$ cat src/rtl/ps2_pkg.sv
// Shared types and constants for the two-port PS/2 host controller
// Register offsets are 4-bit word offsets within a small AXI4-Lite window
// The CONTROL register reuses the STATUS bit positions for its clear bits
package ps2_pkg;

    // One keyboard event after prefix folding
    typedef struct packed {
        logic       released; // F0 seen before the code
        logic       extended; // E0 seen before the code
        logic [7:0] code;     // Scan code set 2 byte
    } key_event_t;

    // ~~~~~~~~~~~~~~~~~~~~
    // Register map
    // ~~~~~~~~~~~~~~~~~~~~
    localparam logic [3:0] REG_STATUS    = 4'h0;
    localparam logic [3:0] REG_KBD_EVENT = 4'h4; // Pop on read
    localparam logic [3:0] REG_AUX_DATA  = 4'h8; // Pop on read
    localparam logic [3:0] REG_CONTROL   = 4'hC; // Write one to clear

    localparam int STATUS_KBD_AVAIL = 0;
    localparam int STATUS_AUX_AVAIL = 1;
    localparam int STATUS_KBD_ERR   = 2;
    localparam int STATUS_AUX_ERR   = 3;
    localparam int STATUS_KBD_OVF   = 4;
    localparam int STATUS_AUX_OVF   = 5;

    localparam int EVENT_VALID_BIT  = 31; // Set when a data read returns a real entry

    localparam logic [1:0] RESP_OKAY   = 2'b00;
    localparam logic [1:0] RESP_SLVERR = 2'b10;

endpackage
$ cat src/rtl/ps2_host.sv
// Two-port PS/2 host, keyboard and auxiliary, receive direction only
// No host-to-device commands, no interrupts, software polls STATUS
// KBD_DEPTH and AUX_DEPTH must be powers of two
`timescale 1ns/1ps

module ps2_host
    import ps2_pkg::*;
#(
    parameter int FILTER_LEN = 8,
    parameter int KBD_DEPTH  = 8,
    parameter int AUX_DEPTH  = 8
) (
    input  logic        clk,
    input  logic        reset,          // Synchronous, active low
    input  logic        kbd_clk,
    input  logic        kbd_dat,
    input  logic        aux_clk,
    input  logic        aux_dat,
    input  logic [7:0]  s_axil_awaddr,
    input  logic        s_axil_awvalid,
    output logic        s_axil_awready,
    input  logic [31:0] s_axil_wdata,
    input  logic [3:0]  s_axil_wstrb,
    input  logic        s_axil_wvalid,
    output logic        s_axil_wready,
    output logic [1:0]  s_axil_bresp,
    output logic        s_axil_bvalid,
    input  logic        s_axil_bready,
    input  logic [7:0]  s_axil_araddr,
    input  logic        s_axil_arvalid,
    output logic        s_axil_arready,
    output logic [31:0] s_axil_rdata,
    output logic [1:0]  s_axil_rresp,
    output logic        s_axil_rvalid,
    input  logic        s_axil_rready
);

    logic [7:0] kbd_byte, aux_byte;
    logic       kbd_byte_valid, aux_byte_valid;
    logic       kbd_frame_err, aux_frame_err;
    logic       kbd_event_valid;
    key_event_t kbd_event_in, kbd_event_out;
    logic [7:0] aux_data_out;
    logic       kbd_empty, aux_empty;
    logic       kbd_pop, aux_pop;
    logic       kbd_ovf, aux_ovf;

    // ~~~~~~~~~~~~~~~~~~~~
    // Keyboard path
    // ~~~~~~~~~~~~~~~~~~~~
    ps2_rx #(.FILTER_LEN(FILTER_LEN)) i_kbd_rx (
        .clk(clk), .reset(reset), .ps2_clk(kbd_clk), .ps2_dat(kbd_dat),
        .data(kbd_byte), .byte_valid(kbd_byte_valid), .frame_error(kbd_frame_err)
    );

    ps2_key_tracker i_key_tracker (
        .clk(clk), .reset(reset), .byte_valid(kbd_byte_valid), .data(kbd_byte),
        .event_valid(kbd_event_valid), .key_event(kbd_event_in)
    );

    ps2_event_fifo #(.payload_t(key_event_t), .DEPTH(KBD_DEPTH)) i_kbd_fifo (
        .clk(clk), .reset(reset), .push(kbd_event_valid), .wdata(kbd_event_in),
        .pop(kbd_pop), .rdata(kbd_event_out), .empty(kbd_empty), .overflow(kbd_ovf)
    );

    // ~~~~~~~~~~~~~~~~~~~~
    // Aux path, raw bytes
    // ~~~~~~~~~~~~~~~~~~~~
    ps2_rx #(.FILTER_LEN(FILTER_LEN)) i_aux_rx (
        .clk(clk), .reset(reset), .ps2_clk(aux_clk), .ps2_dat(aux_dat),
        .data(aux_byte), .byte_valid(aux_byte_valid), .frame_error(aux_frame_err)
    );

    ps2_event_fifo #(.payload_t(logic [7:0]), .DEPTH(AUX_DEPTH)) i_aux_fifo (
        .clk(clk), .reset(reset), .push(aux_byte_valid), .wdata(aux_byte),
        .pop(aux_pop), .rdata(aux_data_out), .empty(aux_empty), .overflow(aux_ovf)
    );

    // Register block joins both paths
    ps2_axil_regs i_regs (
        .clk(clk), .reset(reset),
        .kbd_empty(kbd_empty), .kbd_event(kbd_event_out),
        .aux_empty(aux_empty), .aux_data(aux_data_out),
        .kbd_err(kbd_frame_err), .aux_err(aux_frame_err),
        .kbd_ovf(kbd_ovf), .aux_ovf(aux_ovf),
        .kbd_pop(kbd_pop), .aux_pop(aux_pop),
        .s_axil_awaddr(s_axil_awaddr), .s_axil_awvalid(s_axil_awvalid),
        .s_axil_awready(s_axil_awready),
        .s_axil_wdata(s_axil_wdata), .s_axil_wstrb(s_axil_wstrb),
        .s_axil_wvalid(s_axil_wvalid), .s_axil_wready(s_axil_wready),
        .s_axil_bresp(s_axil_bresp), .s_axil_bvalid(s_axil_bvalid),
        .s_axil_bready(s_axil_bready),
        .s_axil_araddr(s_axil_araddr), .s_axil_arvalid(s_axil_arvalid),
        .s_axil_arready(s_axil_arready),
        .s_axil_rdata(s_axil_rdata), .s_axil_rresp(s_axil_rresp),
        .s_axil_rvalid(s_axil_rvalid), .s_axil_rready(s_axil_rready)
    );

endmodule

$ cat src/rtl/ps2_axil_regs.sv
// AXI4-Lite register block, 8-bit address, one outstanding read and write
// Data registers pop their FIFO when the read address is accepted
// Only CONTROL is writable, and only byte lane 0 carries clear bits
`timescale 1ns/1ps

module ps2_axil_regs
    import ps2_pkg::*;
(
    input  logic        clk,
    input  logic        reset,          // Synchronous, active low
    input  logic        kbd_empty,
    input  key_event_t  kbd_event,
    input  logic        aux_empty,
    input  logic [7:0]  aux_data,
    input  logic        kbd_err,        // Set pulses for the sticky flags
    input  logic        aux_err,
    input  logic        kbd_ovf,
    input  logic        aux_ovf,
    output logic        kbd_pop,
    output logic        aux_pop,
    input  logic [7:0]  s_axil_awaddr,
    input  logic        s_axil_awvalid,
    output logic        s_axil_awready,
    input  logic [31:0] s_axil_wdata,
    input  logic [3:0]  s_axil_wstrb,
    input  logic        s_axil_wvalid,
    output logic        s_axil_wready,
    output logic [1:0]  s_axil_bresp,
    output logic        s_axil_bvalid,
    input  logic        s_axil_bready,
    input  logic [7:0]  s_axil_araddr,
    input  logic        s_axil_arvalid,
    output logic        s_axil_arready,
    output logic [31:0] s_axil_rdata,
    output logic [1:0]  s_axil_rresp,
    output logic        s_axil_rvalid,
    input  logic        s_axil_rready
);

    logic        wr_accept;   // Drives awready and wready together
    logic        wr_hs;
    logic        aw_is_ctrl;
    logic [5:0]  clr;         // W1C strobes, STATUS bit positions
    logic        rd_hs;
    logic [31:0] rd_word;
    logic [1:0]  rd_resp;
    logic        kbd_err_q, aux_err_q, kbd_ovf_q, aux_ovf_q;

    // ~~~~~~~~~~~~~~~~~~~~
    // Write channel
    // ~~~~~~~~~~~~~~~~~~~~
    assign s_axil_awready = wr_accept;
    assign s_axil_wready  = wr_accept;
    assign wr_hs          = wr_accept && s_axil_awvalid && s_axil_wvalid;
    assign aw_is_ctrl     = (s_axil_awaddr == {4'h0, REG_CONTROL});
    assign clr = (wr_hs && aw_is_ctrl && s_axil_wstrb[0]) ? s_axil_wdata[5:0] : '0;

    always_ff @(posedge clk) begin
        if (!reset) begin
            wr_accept     <= 1'b0;
            s_axil_bvalid <= 1'b0;
        end else begin
            // One-cycle ready pulse, never while a response waits
            wr_accept <= s_axil_awvalid && s_axil_wvalid && !s_axil_bvalid && !wr_accept;
            if (wr_hs)
                s_axil_bvalid <= 1'b1;
            else if (s_axil_bready)
                s_axil_bvalid <= 1'b0;
        end
    end

    always_ff @(posedge clk) begin
        if (wr_hs)
            s_axil_bresp <= aw_is_ctrl ? RESP_OKAY : RESP_SLVERR;
    end

    // Sticky flags, a set pulse beats a clear in the same cycle
    always_ff @(posedge clk) begin
        if (!reset) begin
            kbd_err_q <= 1'b0;
            aux_err_q <= 1'b0;
            kbd_ovf_q <= 1'b0;
            aux_ovf_q <= 1'b0;
        end else begin
            kbd_err_q <= kbd_err || (kbd_err_q && !clr[STATUS_KBD_ERR]);
            aux_err_q <= aux_err || (aux_err_q && !clr[STATUS_AUX_ERR]);
            kbd_ovf_q <= kbd_ovf || (kbd_ovf_q && !clr[STATUS_KBD_OVF]);
            aux_ovf_q <= aux_ovf || (aux_ovf_q && !clr[STATUS_AUX_OVF]);
        end
    end

    // ~~~~~~~~~~~~~~~~~~~~
    // Read channel
    // ~~~~~~~~~~~~~~~~~~~~
    assign s_axil_arready = !s_axil_rvalid;  // One read in flight
    assign rd_hs          = s_axil_arvalid && s_axil_arready;
    assign kbd_pop = rd_hs && (s_axil_araddr == {4'h0, REG_KBD_EVENT});
    assign aux_pop = rd_hs && (s_axil_araddr == {4'h0, REG_AUX_DATA});

    always_comb begin
        rd_word = '0;
        rd_resp = RESP_OKAY;
        if (s_axil_araddr[7:4] != 4'h0) begin
            rd_resp = RESP_SLVERR;                 // Outside the window
        end else begin
            case (s_axil_araddr[3:0])
                REG_STATUS: begin
                    rd_word[STATUS_KBD_AVAIL] = !kbd_empty;
                    rd_word[STATUS_AUX_AVAIL] = !aux_empty;
                    rd_word[STATUS_KBD_ERR]   = kbd_err_q;
                    rd_word[STATUS_AUX_ERR]   = aux_err_q;
                    rd_word[STATUS_KBD_OVF]   = kbd_ovf_q;
                    rd_word[STATUS_AUX_OVF]   = aux_ovf_q;
                end
                REG_KBD_EVENT: begin
                    if (!kbd_empty) begin
                        rd_word[EVENT_VALID_BIT] = 1'b1;
                        rd_word[$bits(key_event_t)-1:0] = kbd_event;
                    end
                end
                REG_AUX_DATA: begin
                    if (!aux_empty) begin
                        rd_word[EVENT_VALID_BIT] = 1'b1;
                        rd_word[7:0] = aux_data;
                    end
                end
                REG_CONTROL: rd_word = '0;         // Clear bits read back as zero
                default:     rd_resp = RESP_SLVERR; // Misaligned offset
            endcase
        end
    end

    always_ff @(posedge clk) begin
        if (!reset) begin
            s_axil_rvalid <= 1'b0;
        end else if (rd_hs) begin
            s_axil_rvalid <= 1'b1;
        end else if (s_axil_rready) begin
            s_axil_rvalid <= 1'b0;
        end
    end

    // Captured at address acceptance, held through back-pressure
    always_ff @(posedge clk) begin
        if (rd_hs) begin
            s_axil_rdata <= rd_word;
            s_axil_rresp <= rd_resp;
        end
    end

    a_rdata_hold: assert property (@(posedge clk) disable iff (!reset)
        s_axil_rvalid && !s_axil_rready |=> s_axil_rvalid && $stable(s_axil_rdata));

endmodule

$ cat src/rtl/ps2_event_fifo.sv
// Small event FIFO, DEPTH must be a power of two and at least 2
// Pushes while full are dropped and reported on overflow
// rdata shows the head entry whenever empty is low
`timescale 1ns/1ps

module ps2_event_fifo #(
    parameter type payload_t = logic [7:0],
    parameter int  DEPTH     = 8
) (
    input  logic     clk,
    input  logic     reset,    // Synchronous, active low
    input  logic     push,
    input  payload_t wdata,
    input  logic     pop,      // Ignored while empty
    output payload_t rdata,
    output logic     empty,
    output logic     overflow  // One-cycle pulse per dropped push
);

    localparam int AW = $clog2(DEPTH);

    payload_t       mem [DEPTH];
    logic [AW-1:0]  wr_ptr;
    logic [AW-1:0]  rd_ptr;
    logic [AW:0]    count;
    logic           full;
    logic           do_push;
    logic           do_pop;

    assign full    = (count == (AW+1)'(DEPTH));
    assign empty   = (count == '0);
    assign do_push = push && !full;
    assign do_pop  = pop && !empty;
    assign rdata   = mem[rd_ptr];

    // Pointers and occupancy, wrap is implicit with power-of-two depth
    always_ff @(posedge clk) begin
        if (!reset) begin
            wr_ptr   <= '0;
            rd_ptr   <= '0;
            count    <= '0;
            overflow <= 1'b0;
        end else begin
            overflow <= push && full;
            if (do_push)
                wr_ptr <= wr_ptr + 1'b1;
            if (do_pop)
                rd_ptr <= rd_ptr + 1'b1;
            if (do_push && !do_pop)
                count <= count + 1'b1;
            else if (do_pop && !do_push)
                count <= count - 1'b1;
        end
    end

    always_ff @(posedge clk) begin
        if (do_push)
            mem[wr_ptr] <= wdata;
    end

    a_count_bound: assert property (@(posedge clk) disable iff (!reset)
        count <= (AW+1)'(DEPTH));

endmodule

$ cat src/rtl/ps2_key_tracker.sv
// Folds E0 and F0 prefix bytes into one key event
// E1 Pause sequences are not recognised and pass through as plain codes
`timescale 1ns/1ps

module ps2_key_tracker
    import ps2_pkg::*;
(
    input  logic       clk,
    input  logic       reset,       // Synchronous, active low
    input  logic       byte_valid,
    input  logic [7:0] data,
    output logic       event_valid, // One cycle after a non-prefix byte
    output key_event_t key_event
);

    localparam logic [7:0] PREFIX_EXT   = 8'hE0;
    localparam logic [7:0] PREFIX_BREAK = 8'hF0;

    logic ext_pend;  // E0 seen, waiting for the code
    logic rel_pend;  // F0 seen, waiting for the code

    // Pending flags and event strobe
    always_ff @(posedge clk) begin
        if (!reset) begin
            ext_pend    <= 1'b0;
            rel_pend    <= 1'b0;
            event_valid <= 1'b0;
        end else begin
            event_valid <= 1'b0;
            if (byte_valid) begin
                if (data == PREFIX_EXT) begin
                    ext_pend <= 1'b1;
                end else if (data == PREFIX_BREAK) begin
                    rel_pend <= 1'b1;
                end else begin
                    event_valid <= 1'b1;
                    ext_pend    <= 1'b0; // Flags belong to this code only
                    rel_pend    <= 1'b0;
                end
            end
        end
    end

    // Event payload, only meaningful with event_valid
    always_ff @(posedge clk) begin
        if (byte_valid && data != PREFIX_EXT && data != PREFIX_BREAK) begin
            key_event.released <= rel_pend;
            key_event.extended <= ext_pend;
            key_event.code     <= data;
        end
    end

    a_prefix_silent: assert property (@(posedge clk) disable iff (!reset)
        byte_valid && (data == PREFIX_EXT || data == PREFIX_BREAK) |=> !event_valid);

endmodule

$ cat src/rtl/ps2_rx.sv
// Receive-only PS/2 framer, device-to-host direction only
// Assumes the system clock is far faster than the PS/2 clock (10-17 kHz)
// Glitches shorter than FILTER_LEN samples on the PS/2 clock are ignored
`timescale 1ns/1ps

module ps2_rx #(
    parameter int FILTER_LEN = 8
) (
    input  logic       clk,
    input  logic       reset,       // Synchronous, active low
    input  logic       ps2_clk,
    input  logic       ps2_dat,
    output logic [7:0] data,        // Valid with byte_valid
    output logic       byte_valid,  // One-cycle pulse
    output logic       frame_error  // One-cycle pulse on bad parity or stop bit
);

    logic [1:0]            clk_meta;    // Input synchronizers
    logic [1:0]            dat_meta;
    logic [FILTER_LEN-1:0] clk_filter;
    logic                  clk_clean;
    logic                  clk_edge;
    logic [3:0]            bit_count;   // 0 idle, 1..9 data and parity, 10 stop
    logic [8:0]            shiftreg;    // Parity in bit 8 once complete
    logic                  parity_ok;

    assign data      = shiftreg[7:0];
    assign parity_ok = ^shiftreg;       // Odd parity over data plus parity bit

    // ~~~~~~~~~~~~~~~~~~~~
    // Clock filter
    // ~~~~~~~~~~~~~~~~~~~~
    always_ff @(posedge clk) begin
        if (!reset) begin
            clk_meta   <= 2'b11;
            dat_meta   <= 2'b11;
            clk_filter <= '1;          // Idle lines are high
            clk_clean  <= 1'b1;
            clk_edge   <= 1'b0;
        end else begin
            clk_meta   <= {clk_meta[0], ps2_clk};
            dat_meta   <= {dat_meta[0], ps2_dat};
            clk_filter <= {clk_meta[1], clk_filter[FILTER_LEN-1:1]};
            clk_edge   <= 1'b0;

            if (&clk_filter) begin
                clk_clean <= 1'b1;
            end else if (~|clk_filter) begin
                // Only a high-to-low change counts as a bit strobe
                if (clk_clean)
                    clk_edge <= 1'b1;
                clk_clean <= 1'b0;
            end
        end
    end

    // ~~~~~~~~~~~~~~~~~~~~
    // Bit framing
    // ~~~~~~~~~~~~~~~~~~~~
    always_ff @(posedge clk) begin
        if (!reset) begin
            bit_count   <= '0;
            shiftreg    <= '0;
            byte_valid  <= 1'b0;
            frame_error <= 1'b0;
        end else begin
            byte_valid  <= 1'b0;
            frame_error <= 1'b0;

            if (clk_edge) begin
                if (bit_count == 4'd0) begin
                    if (!dat_meta[1])
                        bit_count <= 4'd1;   // Start bit
                end else if (bit_count < 4'd10) begin
                    bit_count <= bit_count + 4'd1;
                    shiftreg  <= {dat_meta[1], shiftreg[8:1]}; // LSB first
                end else begin
                    // Stop bit: parity and stop judged together
                    bit_count   <= '0;
                    byte_valid  <= parity_ok && dat_meta[1];
                    frame_error <= !(parity_ok && dat_meta[1]);
                end
            end
        end
    end

    a_no_dual_pulse: assert property (@(posedge clk) disable iff (!reset)
        !(byte_valid && frame_error));

endmodule

$ cat config.mk
export PLATFORM = sky130hd
export DESIGN_NAME = ps2_host
export DESIGN_NICKNAME = d
export VERILOG_FILES = /design/src/rtl/ps2_pkg.sv /design/src/rtl/ps2_host.sv /design/src/rtl/ps2_axil_regs.sv /design/src/rtl/ps2_event_fifo.sv /design/src/rtl/ps2_key_tracker.sv /design/src/rtl/ps2_rx.sv
export SDC_FILE = /design/constraint.sdc
export NUM_CORES = 1
export LEC_CHECK = 0
export BUFFER_PORTS_ARGS = -buffer_cell sky130_fd_sc_hd__buf_2
export CELL_PAD_IN_SITES_DETAIL_PLACEMENT = 1
export CELL_PAD_IN_SITES_GLOBAL_PLACEMENT = 1
export CORE_MARGIN = 10
export CORE_UTILIZATION = 53
export DETAILED_ROUTE_END_ITERATION = 7
export HOLD_SLACK_MARGIN = 0.12
export PLACE_DENSITY = 0.9
export SLEW_MARGIN = 30
export SYNTH_ARGS = -nofsm -noshare
export SYNTH_HDL_FRONTEND = slang
export SYNTH_SLANG_ARGS = --single-unit
$ cat constraint.sdc
create_clock -name clk -period 5 [get_ports clk]
set_input_delay 0.5 -clock clk [delete_from_list [all_inputs] [get_ports clk]]
set_output_delay 0.5 -clock clk [all_outputs]
set_load 0.1 [all_outputs]
==> results by group <==
Drt
  – Vias per std cell: 5.81
  – Count of unresolved DRC violations after routing: 0
  – Total iterations of the first detailed-routing run: 5
  – WL/cell: 24.7 um
  – WL final: 26,300 um
  – ANT nets after route: 0
  – Starting DRC count in detailed routing: 551
  – Via count: 6,192

Run
  – Max_cap viols: 0

Worst hold path
  – Hold EP: i_aux_rx.dat_meta[0]
  – Worst hold path class: input pin to flip-flop
  – Worst hold path depth: 2
  – Startpoint of the most critical hold path: aux_dat

Logic synthesis
  – Multiplexer share of the synthesized area: 11.0%
  – Dominant cell type by area after synthesis: sky130_fd_sc_hd__edfxtp_1
  – Basic-gate share of the synthesized area counting and, or, nand and nor cells: 10.5%
  – Netlist area before placement: 10,600 sq um
  – Share of the synthesized netlist area taken by xor and xnor gates: 2.12%
  – Share of synthesized flip-flops with an asynchronous set or reset: 0%
  – Most used standard cells in the synthesized netlist: sky130_fd_sc_hd__edfxtp_1 (167), sky130_fd_sc_hd__dfxtp_1 (96), sky130_fd_sc_hd__mux4_2 (36), sky130_fd_sc_hd__nand2_1 (36), sky130_fd_sc_hd__mux2i_1 (35)
  – Number of register bits inferred by synthesis: 263
  – Combinational family with the most area after synthesis: multiplexers
  – Proportion of synthesized chip area in sequential cells: 65.6%
  – Primary flip-flop cell chosen by synthesis mapping: sky130_fd_sc_hd__edfxtp_1
  – Cell types with the largest area share after synthesis: sky130_fd_sc_hd__edfxtp_1 (47%), sky130_fd_sc_hd__dfxtp_1 (18%), sky130_fd_sc_hd__mux4_2 (7.7%)
  – Number of synthesis warnings: 0
  – Synth Area in Compound Gates: 4.61%
  – Number of enable flip-flop cells after synthesis: 167
  – Mean instance size in the synthesized netlist: 14.6 sq um
  – Count leader, synth: sky130_fd_sc_hd__edfxtp_1
  – Synthesized-area fraction occupied by adder cells: 2.63%
  – Cell count after synthesis: 723
  – Fraction of post-synthesis cell area in the top cell type by area: 47.5%
  – Number of library cell types mapped by synthesis: 51

Cells and area
  – Layout overhead on the synthesized area: 12.3%
  – Share of cells above drive strength 1: 18.8%
  – Final core utilization: 60.8%
  – Antenna Cells: 0
  – Layout net count: 863

Setup path
  – Crit Path Category: flip-flop to flip-flop
  – CP startpoint kind: flip-flop
  – Worst path arrival time: 3.82 ns
  – Category of the worst setup path capture point: flip-flop
  – Worst flop-to-flop path startpoint: i_kbd_fifo.count[0]
  – Flop2flop setup slack: 1.63 ns
  – Required time at the worst-slack endpoint: 5.45 ns
  – Worst r2r path cells: 11
  – Capturing point of the worst reg2reg path: i_kbd_fifo.count[3]
  – Crit-path max FO: 5

GRT
  – First-pass GRT wire length: 40,300 um
  – Antenna violations before repair: 1
  – Residual overflow from global routing: 0
  – Pin count of the biggest net entering global routing: 50
  – Via count of the first global-routing pass: 6,804
  – GRT Util Overall: 19.9%

Power
  – Power Total: 4.41 mW
  – Worst IR Drop VDD: 0.244 mV
  – Clk pwr share: 43.9%
  – NetSw: 1.00 mW
  – Sw Ratio: 22.7%
  – Power per cell area: 372 nW/um^2
  – Leakage power total: 4.12 nW
  – Register share of total power: 52.0%
  – Logic pwr share: 4.1%
  – Internal power: 3.41 mW

Die
  – Cell row count: 51
  – Die width: 161 um
  – Y dimension of the die: 161 um
  – Core Region: 19,500 sq um
  – Number of ports placed on the die boundary: 104
  – Die footprint: 26,000 sq um
  – Starting density of the core: 54.1%

Placement
  – HPWL Detailed: 16,700 um
  – Count of buffers inserted at the top-level ports: 49
  – Final weighted congestion in routability-driven placement: 0.783

Timing
  – Period minus WS final: 3.37 ns
  – Worst Max-Slew Pin Slew: 0.945 ns
  – Final-report max-slew violation count: 0
  – RSZ-0062 raised after global routing: no
  – Final Hold Viols: 0
  – Final setup violating endpoints: 0
  – Worst Clk Skew: 0.0112 ns
  – Max-slew headroom: 36.8%
  – Final worst-path cycle share: 67.5%
  – Max Clk Rate: 296 MHz
  – Fin Setup TNS: 0 ns

Clock network
  – Clock Tree Root: sky130_fd_sc_hd__clkbuf_16
  – Clock-pin slew on the worst setup and hold paths: 0.07 ns
  – Hold-fix buffers at CTS: 0
  – Total clock buffers created by CTS: 27
  – TritonCTS clock tree: built
  – Sinks on the clock net: 263
  – Maximum buffer depth of the clock tree: 3
  – Clk Latency, worst-skew pair: 0.54 ns
  – Number of gates given a new drive strength after cts: 0
  – Post-CTS Setup Inserts: 0
  – Number of levels in the clock H-tree: 1

Outcome
  – Result of the run: finished, final reports clean
## sequential cells by signal, indices dropped and copies added (netlist names), 3 cells and up, named ones only
register	count
i_aux_fifo.count	4
i_kbd_rx.bit_count	4
i_kbd_fifo.rd_ptr	3
i_aux_rx.clk_filter	8
i_key_tracker.key_event	10
i_aux_fifo.wr_ptr	3
i_aux_fifo.mem	64
i_aux_fifo.rd_ptr	3
i_kbd_fifo.mem	80
i_kbd_rx.shiftreg	9
i_regs.s_axil_rdata	11
i_kbd_fifo.count	4
i_kbd_rx.clk_filter	8
i_kbd_fifo.wr_ptr	3
i_aux_rx.shiftreg	9
i_aux_rx.bit_count	4
## through the flow
stage	instance area [sq um]	setup WS (ns)	hold slack (ns)	instances
floorplan	10600	1.63	0.386	745
global placement	11000	1.82	0.389	1015
detailed placement	11000	1.49	0.399	1015
CTS	11800	1.61	0.127	1065
global route	11900	1.44	0.136	1065
finish	11900	1.63	0.145	1065
## worst max-delay path, stage by stage, from the launching register on
cell	delay [ns]
sky130_fd_sc_hd__dfxtp_1	0.37
sky130_fd_sc_hd__o41ai_1	0.87
sky130_fd_sc_hd__nor2_1	0.12
sky130_fd_sc_hd__nand3_2	0.18
sky130_fd_sc_hd__ha_1	0.22
sky130_fd_sc_hd__inv_1	0.12
sky130_fd_sc_hd__ha_1	0.33
sky130_fd_sc_hd__a21o_1	0.19
sky130_fd_sc_hd__a21oi_1	0.19
sky130_fd_sc_hd__xnor2_1	0.12
sky130_fd_sc_hd__or3_1	0.34
sky130_fd_sc_hd__a21boi_0	0.22
## logic make-up (layout without fill, tap and decap cells)
family                   count (synthesis)  in the layout
adder cells (fa/ha/maj)                 21             21
other                                    1             23
flip-flops                             263            263
AND/OR/NAND/NOR                        200            200
buffers and inverters                   67            122
XOR/XNOR                                24             24
multiplexers                            71             71
AO/OA/AOI/OAI                           76             76
## layout by cell type (no fill, tap or decap), types with 4 or more instances in the layout
cell | synthesis | final
sky130_fd_sc_hd__edfxtp_1 | 167 | 167
sky130_fd_sc_hd__dfxtp_1 | 96 | 94
sky130_fd_sc_hd__buf_2 | 4 | 49
sky130_fd_sc_hd__nand2_1 | 36 | 36
sky130_fd_sc_hd__mux4_2 | 36 | 36
sky130_fd_sc_hd__mux2i_1 | 35 | 35
sky130_fd_sc_hd__nor2_1 | 34 | 31
sky130_fd_sc_hd__nand2b_1 | 31 | 31
sky130_fd_sc_hd__nor2b_1 | 30 | 30
sky130_fd_sc_hd__clkbuf_16 | 0 | 27
sky130_fd_sc_hd__o21ai_0 | 23 | 23
sky130_fd_sc_hd__conb_1 | 1 | 23
sky130_fd_sc_hd__xnor2_1 | 20 | 20
sky130_fd_sc_hd__ha_1 | 19 | 19
sky130_fd_sc_hd__inv_1 | 16 | 16
sky130_fd_sc_hd__and2_1 | 15 | 15
sky130_fd_sc_hd__a21oi_1 | 15 | 15
sky130_fd_sc_hd__a21boi_0 | 11 | 11
sky130_fd_sc_hd__nand4_1 | 10 | 10
sky130_fd_sc_hd__nor4_1 | 8 | 8
sky130_fd_sc_hd__nand3_1 | 8 | 8
sky130_fd_sc_hd__nor3_4 | 2 | 6
sky130_fd_sc_hd__clkinv_1 | 0 | 6
sky130_fd_sc_hd__buf_4 | 27 | 6
sky130_fd_sc_hd__o21a_1 | 5 | 5
sky130_fd_sc_hd__clkinv_2 | 0 | 5
sky130_fd_sc_hd__clkbuf_1 | 16 | 5
sky130_fd_sc_hd__nor3_1 | 8 | 4
sky130_fd_sc_hd__a2bb2oi_1 | 4 | 4
sky130_fd_sc_hd__a21o_1 | 4 | 4
## final cells by class
cell class / instances / area (sq um)
Tap cell: 265 / 332
Sequential cell: 263 / 6940
Clock buffer: 32 / 694
Timing Repair Buffer: 55 / 290
Clock inverter: 18 / 145
Fill cell: 1867 / 7660
Inverter: 17 / 63.8
Multi-Input combinational cell: 415 / 3400
## metal layers
| metal | global-route usage, % | vias to the layer above | routed length [um] | part of all wire, % |
|---|---|---|---|---|
| met5 | 0 | - | 12 | 0.046 |
| met1 | 22.6 | 3170 | 9980 | 38 |
| met2 | 36.8 | 231 | 14100 | 54 |
| met4 | 5.71 | 2 | 614 | 2.3 |
| met3 | 4.12 | 52 | 1610 | 6.1 |
| li1 | - | 2737 | - | - |
## how the worst max path moves through the flow
stage                              start                   to  slack [ns]  cells after the start
floorplan           i_regs.s_axil_rvalid  i_kbd_fifo.count[3]        1.63                     10
global placement        s_axil_araddr[5]  i_aux_fifo.count[3]        1.82                     12
detailed placement        s_axil_arvalid  i_kbd_fifo.count[3]        1.49                     12
CTS                  i_kbd_fifo.count[0]  i_kbd_fifo.count[3]        1.61                     11
global route         i_kbd_fifo.count[0]  i_kbd_fifo.count[3]        1.44                     11
finish               i_kbd_fifo.count[0]  i_kbd_fifo.count[3]        1.63                     11
## power groups by stage
stage | Clock [mW] | Sequential, mW | Combinational, mW
finish | 1.94 | 2.30 | 0.179
global route | 2.06 | 2.30 | 0.185
CTS | 1.96 | 2.30 | 0.178
detailed placement | 0 | 2.34 | 0.177
global placement | 0 | 2.34 | 0.173
floorplan | 0 | 2.38 | 0.120
Note: power is estimated with default switching activity, not from simulation.
